File: src/verilog/soc_pkg.sv
/*
 * soc_pkg
 * Bus widths, address map, register offsets and the split view of a
 * bus address shared by the interconnect and its slaves.
 */
package soc_pkg;

  localparam int AddrWidth = 32;
  localparam int DataWidth = 64;
  localparam int BeWidth = DataWidth / 8;
  localparam int TagWidth = 8;
  localparam int OffWidth = AddrWidth - TagWidth;

  // region tags in the top address byte
  localparam logic [TagWidth-1:0] RegionClint = 8'h02;
  localparam logic [TagWidth-1:0] RegionPlic = 8'h0C;
  localparam logic [TagWidth-1:0] RegionMem = 8'h80;

  localparam logic [OffWidth-1:0] ClintMsipOff = 24'h00_0000;
  localparam logic [OffWidth-1:0] ClintMtimecmpOff = 24'h00_4000;
  localparam logic [OffWidth-1:0] ClintMtimeOff = 24'h00_BFF8;

  localparam logic [OffWidth-1:0] PlicPendingOff = 24'h00_1000;
  localparam logic [OffWidth-1:0] PlicEnable0Off = 24'h00_2000;
  localparam logic [OffWidth-1:0] PlicEnable1Off = 24'h00_2080;

  // source bit 0 is gpio, bit 1 is uart
  localparam int NumSources = 2;
  localparam int NumTargets = 2;

  localparam int MemWords = 512;
  localparam int MemIdxWidth = $clog2(MemWords);

  localparam int NdmResetCycles = 4;

  typedef struct packed {
    logic [TagWidth-1:0] tag;
    logic [OffWidth-1:0] offset;
  } soc_addr_fields_t;

  // one address word, seen whole or as region tag over offset
  typedef union packed {
    logic [AddrWidth-1:0] raw;
    soc_addr_fields_t f;
  } soc_addr_u;

  function automatic logic [DataWidth-1:0] byte_merge(
    input logic [DataWidth-1:0] old_word,
    input logic [DataWidth-1:0] new_word,
    input logic [BeWidth-1:0] be
  );
    logic [DataWidth-1:0] merged;
    merged = old_word;
    for (int i = 0; i < BeWidth; i++) begin
      if (be[i]) begin
        merged[8*i +: 8] = new_word[8*i +: 8];
      end
    end
    return merged;
  endfunction

endpackage

File: src/verilog/soc_bus_if.sv
/*
 * soc_bus_if
 * Memory port with req/gnt/rvalid strobes. Slaves always accept, so the
 * slave side carries no grant and no response strobe.
 */
`timescale 1ns/1ps

interface soc_bus_if;
  import soc_pkg::*;

  logic req;
  logic gnt;
  logic we;
  soc_addr_u addr;
  logic [BeWidth-1:0] be;
  logic [DataWidth-1:0] wdata;
  logic rvalid;
  logic [DataWidth-1:0] rdata;

  // interconnect end of a master link
  modport master (
    input req, we, addr, be, wdata,
    output gnt, rvalid, rdata
  );

  // slave end of a slave link
  modport slave (
    input req, we, addr, be, wdata,
    output rdata
  );

  // interconnect end of a slave link
  modport xbar (
    output req, we, addr, be, wdata,
    input rdata
  );

endinterface

File: src/verilog/soc_clint.sv
/*
 * soc_clint
 * Core-local interruptor: free-running mtime, mtimecmp and msip, giving
 * the timer and software interrupts of a single hart.
 */
`timescale 1ns/1ps

module soc_clint (
  input logic clk_i,
  input logic rst_i,
  soc_bus_if.slave bus,
  output logic timer_irq_o,
  output logic ipi_o
);
  import soc_pkg::*;

  logic [DataWidth-1:0] mtime_q;
  logic [DataWidth-1:0] mtimecmp_q;
  logic msip_q;
  logic [DataWidth-1:0] rdata_q;
  logic [OffWidth-1:0] offset;
  logic wr;

  assign offset = bus.addr.f.offset;
  assign wr = bus.req & bus.we;

  always_ff @(posedge clk_i) begin
    if (rst_i) begin
      mtime_q <= '0;
      mtimecmp_q <= '1;
      msip_q <= 1'b0;
    end else begin
      // a write to mtime replaces this cycle's increment
      if (wr && offset == ClintMtimeOff) begin
        mtime_q <= byte_merge(mtime_q, bus.wdata, bus.be);
      end else begin
        mtime_q <= mtime_q + 1'b1;
      end
      if (wr && offset == ClintMtimecmpOff) begin
        mtimecmp_q <= byte_merge(mtimecmp_q, bus.wdata, bus.be);
      end
      if (wr && offset == ClintMsipOff && bus.be[0]) begin
        msip_q <= bus.wdata[0];
      end
    end
  end

  always_ff @(posedge clk_i) begin
    if (bus.req && !bus.we) begin
      case (offset)
        ClintMsipOff: rdata_q <= {{(DataWidth-1){1'b0}}, msip_q};
        ClintMtimecmpOff: rdata_q <= mtimecmp_q;
        ClintMtimeOff: rdata_q <= mtime_q;
        default: rdata_q <= '0;
      endcase
    end
  end

  assign bus.rdata = rdata_q;
  assign timer_irq_o = (mtime_q >= mtimecmp_q);
  assign ipi_o = msip_q;

endmodule

File: src/flat_wrapper.sv
// flat-port wrapper written by rule: the top's interface ports become plain ports
module soc_clint_flat import soc_pkg::*;
  (clk_i, rst_i, timer_irq_o, ipi_o, bus_req, bus_we, bus_addr, bus_be, bus_wdata, bus_rdata);
  soc_bus_if bus_i ();
  input logic clk_i;
  input logic rst_i;
  output logic timer_irq_o;
  output logic ipi_o;
  input wire logic [$bits(bus_i.req)-1:0] bus_req;
  input wire logic [$bits(bus_i.we)-1:0] bus_we;
  input wire logic [$bits(bus_i.addr)-1:0] bus_addr;
  input wire logic [$bits(bus_i.be)-1:0] bus_be;
  input wire logic [$bits(bus_i.wdata)-1:0] bus_wdata;
  output wire logic [$bits(bus_i.rdata)-1:0] bus_rdata;
  assign bus_i.req = bus_req;
  assign bus_i.we = bus_we;
  assign bus_i.addr = bus_addr;
  assign bus_i.be = bus_be;
  assign bus_i.wdata = bus_wdata;
  assign bus_rdata = bus_i.rdata;
  soc_clint u_core (.clk_i(clk_i), .rst_i(rst_i), .bus(bus_i), .timer_irq_o(timer_irq_o), .ipi_o(ipi_o));
endmodule
File: config.mk
export PLATFORM = sky130hd
export DESIGN_NAME = soc_clint_flat
export DESIGN_NICKNAME = d
export VERILOG_FILES = /design/src/verilog/soc_pkg.sv /design/src/verilog/soc_bus_if.sv /design/src/verilog/soc_clint.sv /design/src/flat_wrapper.sv
export SDC_FILE = /design/constraint.sdc
export NUM_CORES = 1
export LEC_CHECK = 0
export BUFFER_PORTS_ARGS = -buffer_cell sky130_fd_sc_hd__buf_2
export CAP_MARGIN = 20
export CORE_ASPECT_RATIO = 0.8
export CORE_UTILIZATION = 50
export CTS_CLUSTER_SIZE = 40
export DETAILED_ROUTE_END_ITERATION = 8
export HOLD_SLACK_MARGIN = 0.05
export PLACE_DENSITY = 0.86
export SKIP_CTS_REPAIR_TIMING = 1
export SYNTH_ARGS = -nofsm -noshare
export SYNTH_HDL_FRONTEND = slang
export SYNTH_SLANG_ARGS = --single-unit
File: constraint.sdc
create_clock -name clk_i -period 3.45 [get_ports clk_i]
set_input_delay 0.1725 -clock clk_i [delete_from_list [all_inputs] [get_ports clk_i]]
set_output_delay 0.1725 -clock clk_i [all_outputs]
set_load 0.02 [all_outputs]
==> summary.md, run 1 <==
| Metric | Value |
|---|---|
| Synth-to-Final Area Change | 21.4% |
| CTS tree | yes |
| Sequential share of the synthesized area | 42.3% |
| Syn_area_per_cell | 8.82 sq um |
| Worst hold slack | 0.0184 ns |
| Routed via count | 10678 |
| Worst Tran Pin Value | 0.841 ns |
| Cell taking the most area after synthesis | dfxtp_1 |
| Most common cell after layout, fill and taps aside | buf_2 |
| Worst-Skew Late Latency | 0.44 ns |
| Most frequent cells in the layout | buf_2 (165), nand2_1 (135), dfxtp_1 (129), inv_1 (85), nor2_1 (71) |
| Starting density of the core | 51.3% |
| Final clock skew | 0.00831 ns |
| CTS Sinks | 193 |
| Fmax | ~0.33 GHz |
| Fin crit share | 88.0% |
| Hpwl dp | 22.3 mm |
| Sw Share | between 20% and 30% |
| Main synth FF type | dfxtp_1 |
| Core Rows | 47 |
| H-Tree Depth | 4 |
| Max VDD drop | 0.000200 V |
| R2r endpoint | u_core.mtime_q[51] |
| Power per Cell Area | 358 nW/um^2 |
| Async S/R FF share, synth | 0% |
| Static leakage | 5.54 nW |
| RSZ-0062 raised after global routing | false |
| Wire per inst | around 19 um |
| Critical Path Fanout Max | 6 |
| Status | complete, no violations |
| Comb pwr share | 5.7% |
| Worst Path Required | roughly 3.3 ns |
| Worst hold path depth | 3 |
| Die W | 165 um |
| Cell Int Power | 3.53 mW |
| Setup TNS | 0 ns |
| Gr ovfl total | 0 |
| Post-synth EDFFs | 64 |
| Nets | 1568 |
| Hold Path Sink | u_core.mtimecmp_q[57] |
| Total Wirelength | between 30 and 40 mm |
| Clock transition at the registers of the reported paths | 0.07 ns |
| CTS buffer count | 17 |
| Layout cells sized above 1 | 17.2% |
| CP Capture Type | primary output |
| Reg power frac | 51.1% |
| Routability congestion estimate | between 0.9 and 1 |
| Synth Cell Area | between 10000 and 15000 sq um |
| FF-to-FF Start | u_core.mtime_q[2] |
| Routed Antenna Nets | 0 |
| Final Hold Vio Count | 0 |
| CP arrival | 2.87 ns |
| Mapped Cells | 1206 |
| Top-area cell type share of the netlist area | about a quarter |
| Deepest clock path buffer count | 2 |
| Total track usage | 29.2% |
| Initial antenna violation count | 1 |
| Detailed-route DRC error count | 0 |
| Core Area | 20800 sq um |
| Drt pass-1 iters | 7 |
| Setup crit start kind | register |
| Max-cap viol count | 0 |
| Via count of the first global-routing pass | 9645 |
| Worst Hold Class | in2reg |
| Switching power total | 1.10 mW |
| Final Slew Violations | 0 |
| #FFs+latches synth | 193 |
| Synth top area cells | dfxtp_1 (24%), edfxtp_1 (18%), ha_1 (7.6%) |
| Reg2reg path depth | 6 |
| Die area | ~22000 sq um |
| Slew headroom | 43.4% |
| Largest net degree at the start of global routing | 65 |
| Yosys Warn Count | 0 |
| Worst Min Path Start | bus_wdata[57] |
| Min Tclk post-route | around 3 ns |
| Root Driver | clkbuf_16 |
| Critical path type | reg2out |
| Buffers on Ports | 165 |
| Setup Viol. Count Final | 0 |
| Starting DRC count in detailed routing | 1466 |
| Synth unique cells | 61 |
| Die Y | between 100 and 150 um |
| Vias per inst | 6.36 |
| IO Pins | 174 |
| Clock Power Share | 43.2% |
| Syn_nets | 1379 |
| First-pass GRT wire length | approximately 50 mm |
| R2R setup slack | 0.67 ns |
[registers in the layout (all words and copies together), names as in the netlist]
signal / count
u_core.bus.rdata: 64
u_core.ipi_o: 1
u_core.mtime_q: 64
u_core.mtimecmp_q: 64
[synthesized netlist by cell type, types with 8 or more instances]
cell and n:
or4_1 11, inv_1 85, a22o_1 63, ha_1 65, and4_1 20, o21ai_0 48
nor3_1 25, and2_1 8, nor2_1 71, nand3_1 45, clkbuf_1 69, dfxtp_1 129
a21oi_1 59, or3_1 11, nor4_1 24, edfxtp_1 64, a31oi_1 50, nand2_1 135
nand4_1 39, and3_1 15, o211ai_1 69, a21o_1 10
[power groups by stage]
| stage | Combinational, mW | Clock (mW) | Sequential [mW] |
|---|---|---|---|
| after floorplan | 0.0572 | 0 | 2.44 |
| after global placement | 0.208 | 0 | 2.42 |
| after detailed placement | 0.209 | 0 | 2.42 |
| after CTS | 0.210 | 2.00 | 2.37 |
| after global routing | 0.280 | 2.09 | 2.37 |
| final | 0.265 | 2.00 | 2.37 |
[layout make-up]
type	instances	area (sq um)
inverters	86	323
clock inverters	11	85.1
well taps	269	337
diodes	1	2.50
multi-input cells	852	5550
clock buffers	21	503
repair buffers	245	1610
fillers	1702	7840
flip-flops and latches	193	4500
[worst max-delay path, cell delays in order (launching register included)]
cell and delay, ns:
dfxtp_1 0.44, inv_1 0.11, ha_1 0.28, nor2b_1 0.04
o21ai_0 0.19, a41oi_1 0.15, o21ai_0 0.47, a21oi_1 0.20
o21ai_0 0.33, buf_2 0.23
[stage by stage]
stage / instances / setup slack [ns] / power (mW) / utilization [%] / area (sq um)
2_1_floorplan: 1206 / 1.12 / 2.50 / - / 10600
3_3_place_gp: 1588 / 0.775 / 2.63 / 56.5 / 11700
3_5_place_dp: 1588 / 0.738 / 2.63 / 56.5 / 11700
4_1_cts: 1620 / 0.454 / 4.58 / 59.4 / 12300
5_1_grt: 1678 / 0.263 / 4.74 / 62.2 / 12900
6_report: 1678 / 0.412 / 4.63 / 62.2 / 12900
[kinds of logic (layout without fill, tap and decap cells)]
family / after synthesis / after routing / synth area share, %
and+or+nand+nor: 431 / 431 / 20.9
AOI/OAI and AO/OA: 351 / 351 / 23.0
DFF: 193 / 193 / 42.3
buffers and inverters: 161 / 363 / 5.71
adders and majority gates: 65 / 65 / 7.64
muxes: 4 / 4 / 0.388
xor gates and xnor gates: 1 / 1 / 0.0823
other: 0 / 1 / 0
[metal layers]
layer  GRT usage [%]  wire length (um)
met1            42.1             13800
met2            42.5             13900
met3            6.33              3440
met4            10.8               888
met5               0                 0
[worst max-delay path by stage]
stage	from	to	slack, ns	depth (start not counted)
floorplan	u_core.mtime_q[0]	u_core.mtime_q[56]	1.12	7
global placement	bus_addr[10]	u_core.mtime_q[28]	0.78	7
detailed placement	u_core.mtime_q[4]	u_core.mtime_q[51]	0.74	6
CTS	u_core.mtime_q[0]	timer_irq_o	0.45	9
global route	u_core.mtime_q[30]	timer_irq_o	0.26	8
finish	u_core.mtime_q[0]	timer_irq_o	0.41	9
(Power assumes the default switching activity.)
==> run 2: changes to the inputs <==
Settings changed: CORE_UTILIZATION 50 to 52, CTS_CLUSTER_DIAMETER from default to 40, PLACE_DENSITY 0.86 to 0.88.
==> run 2 against run 1 <==
Flip-flop and latch count unchanged. Clock power is 3% higher. Design area grew 0.11%. Sequential share of layout area hardly changed. Clock skew rose by 0.0014 ns. Core utilization up 2.7 points. Maximum frequency is 0.59% lower. Non-clock buffer count up 3. Via count decreased by 1.2%. Register-to-register slack hardly changed. Wire length down 2.6%. Final cell count about the same.
==> summary.md, run 2 (synthesis gave the netlist of run 1 again) <==
| Metric | Value |
|---|---|
| Min Tclk post-route | 3.06 ns (+0.0179 ns) |
| Place WS | 0.781 ns (+0.0431 ns) |
| Cell Int Power | 3.63 mW (+2.6%) |
| Met3 WL | 3.55 mm (+3.1%) |
| Met1 WL | 13.4 mm (-2.8%) |
| Comb pwr share | 5.7% (about the same) |
| Cell depth of the worst setup path | 9 (unchanged) |
| Switching power total | 1.05 mW (-3.9%) |
| Largest net degree at the start of global routing | 65 (unchanged) |
| Die Y | 130 um (-1.9%) |
| Die W | 162 um (-1.9%) |
| Gr ovfl total | 0 (unchanged) |
| Worst Hold Class | in2reg |
| Synth-to-Final Area Change | 21.5% |
| Static leakage | 5.53 nW (-0.11%) |
| Slew headroom | 46.4% (+3.0 points) |
| Delay-heaviest family, CP | compound AO/OA/AOI/OAI gates |
| Top routing layer in use | met4 |
| Hpwl dp | 21.7 mm (-2.4%) |
| Core Area | 19900 sq um (-4.1%) |
| Worst Path Required | 3.28 ns (about the same) |
| Routed Antenna Nets | 0 (unchanged) |
| Reg2reg path depth | 8 (+2) |
| Setup crit start kind | register |
| Layout cells sized above 1 | 17.0% (-0.18 points) |
| Top cell by count, worst path | o21ai_0 |
| Wire length on met2 | 13.5 mm (-3.0%) |
| Worst path cell trace | inv_1, ha_1, nor2b_1, o21ai_0, a41oi_1, o21ai_0, a21oi_1, o21ai_0, buf_2 |
| Worst-Skew Late Latency | 0.44 ns (about the same) |
| CP peak stage delay | 0.49 ns (+0.02 ns) |
| Reg power frac | 50.6% (-0.5 points) |
| Max-cap viol count | 0 (unchanged) |
| CP arrival | 2.88 ns (about the same) |
| Buffers on Ports | 165 (unchanged) |
| Root Driver | clkbuf_16 |
| Clock transition at the registers of the reported paths | 0.07 ns (about the same) |
| CTS buffer count | 17 (unchanged) |
| Clock Power Share | 43.7% (+0.5 points) |
| CP Capture Type | primary output |
| CTS tree | yes |
| Starting density of the core | 53.4% (+2.2 points) |
| Setup TNS | 0 ns (unchanged) |
| Total track usage | 28.8% (-0.36 points) |
| Slowest-stage cell, CP | o21ai_0 |
| Worst Tran Pin Value | 0.797 ns (-0.0444 ns) |
| Initial antenna violation count | 3 (+2) |
| Core Rows | 46 (-2.1%) |
| Fin crit share | 88.6% (+0.52 points) |
| First-pass GRT wire length | 47.6 mm (-5.1%) |
| Critical path type | reg2out |
| RSZ-0062 raised after global routing | false |
| Most frequent cells in the layout | buf_2 (165), nand2_1 (135), dfxtp_1 (129), inv_1 (85), nor2_1 (71) |
| Routability congestion estimate | 0.937 (-0.64%) |
| Starting DRC count in detailed routing | 1549 (+5.7%) |
| Final clock skew | 0.00973 ns (+0.00142 ns) |
| CP bufs+invs | 2 (unchanged) |
| Setup Viol. Count Final | 0 (unchanged) |
| H-Tree Depth | 4 (unchanged) |
| Via count of the first global-routing pass | 9230 (-4.3%) |
| CTS Sinks | 193 (unchanged) |
| Routed via count | 10549 (-1.2%) |
| Drt pass-1 iters | 6 (-1) |
| Die area | 21000 sq um (-3.8%) |
| Most common cell after layout, fill and taps aside | buf_2 |
| Final Hold Vio Count | 0 (unchanged) |
| Fmax | 0.327 GHz (-0.59%) |
| Worst hold path depth | 3 (unchanged) |
| Power per Cell Area | 362 nW/um^2 (+0.95%) |
| Wire per inst | 18.6 um (-2.6%) |
| Vias per inst | 6.29 (-1.1%) |
| Sw Share | 22.5% (-1.2 points) |
| Setup ws final | 0.394 ns (-0.0179 ns) |
| Deepest clock path buffer count | 2 (unchanged) |
| Max VDD drop | 0.000260 V (+30%) |
| Status | complete, no violations |
| Critical Path Fanout Max | 6 (unchanged) |
| Final Slew Violations | 0 (unchanged) |
| Nets | 1571 (+0.19%) |
| IO Pins | 174 (unchanged) |
| Detailed-route DRC error count | 0 (unchanged) |
| Total Wirelength | 31.2 mm (-2.6%) |
## run 2: cell types whose count changed in the layout (fill, tap and decap cells not counted), sizes merged
cell	change
bufinv	+2
dlygate4sd3	+4
inv	-4
buf	-1
clkinvlp	+2
diode	+1
## run 2: worst reg2reg max path: stages (launching register included)
cell	delay [ns]
dfxtp_1	0.43
ha_1	0.29
nand3_1	0.20
or2_2	0.40
nor4_4	0.26
buf_4	0.27
nand4_1	0.17
or4_1	0.50
a31oi_1	0.18
## run 2: final cells by class
cell class                      count  area [sq um]
Clock inverter                     11           124
Timing Repair Buffer              248          1610
Fill cell                        1633          6980
Sequential cell                   193          4500
Inverter                           86           323
Clock buffer                       21           482
Multi-Input combinational cell    852          5550
Tap cell                          264           330
Antenna cell                        2          5.00
## run 2: worst paths after layout
check	start	endpoint	slack, ns
setup / recovery	u_core.mtime_q[0]	timer_irq_o	0.39
hold / removal	bus_wdata[0]	u_core.mtimecmp_q[0]	0.01
setup reg to reg	u_core.mtime_q[1]	u_core.mtime_q[56]	0.67
hold reg to reg	u_core.mtimecmp_q[0]	u_core.mtimecmp_q[0]	0.52
## run 2: per-layer routing
metal	up-vias	global-route usage [%]
met1	4875	41.6
li1	4963	-
met5	-	0
met4	0	9.93
met2	625	42.9
met3	86	5.82
## run 2: power by group through the flow
| stage | combinational [mW] | clock [mW] | sequential, mW |
|---|---|---|---|
| after floorplan | 0.0572 | 0 | 2.44 |
| after global placement | 0.205 | 0 | 2.42 |
| after detailed placement | 0.207 | 0 | 2.42 |
| after CTS | 0.208 | 2.05 | 2.37 |
| after global routing | 0.282 | 2.14 | 2.37 |
| final | 0.267 | 2.05 | 2.37 |
## run 2: metrics by stage
step / instance area [sq um] / util, % / hold WS [ns] / instances / power, mW
after global routing: 12900 / 64.9 / 0.0522 / 1677 / 4.79
final: 12900 / 64.9 / 0.0131 / 1677 / 4.68
after global placement: 11700 / 58.8 / 0.414 / 1583 / 2.62
after CTS: 12300 / 61.9 / -0.0314 / 1615 / 4.63
after floorplan: 10600 / - / 0.309 / 1206 / 2.50
after detailed placement: 11700 / 58.8 / 0.423 / 1583 / 2.62
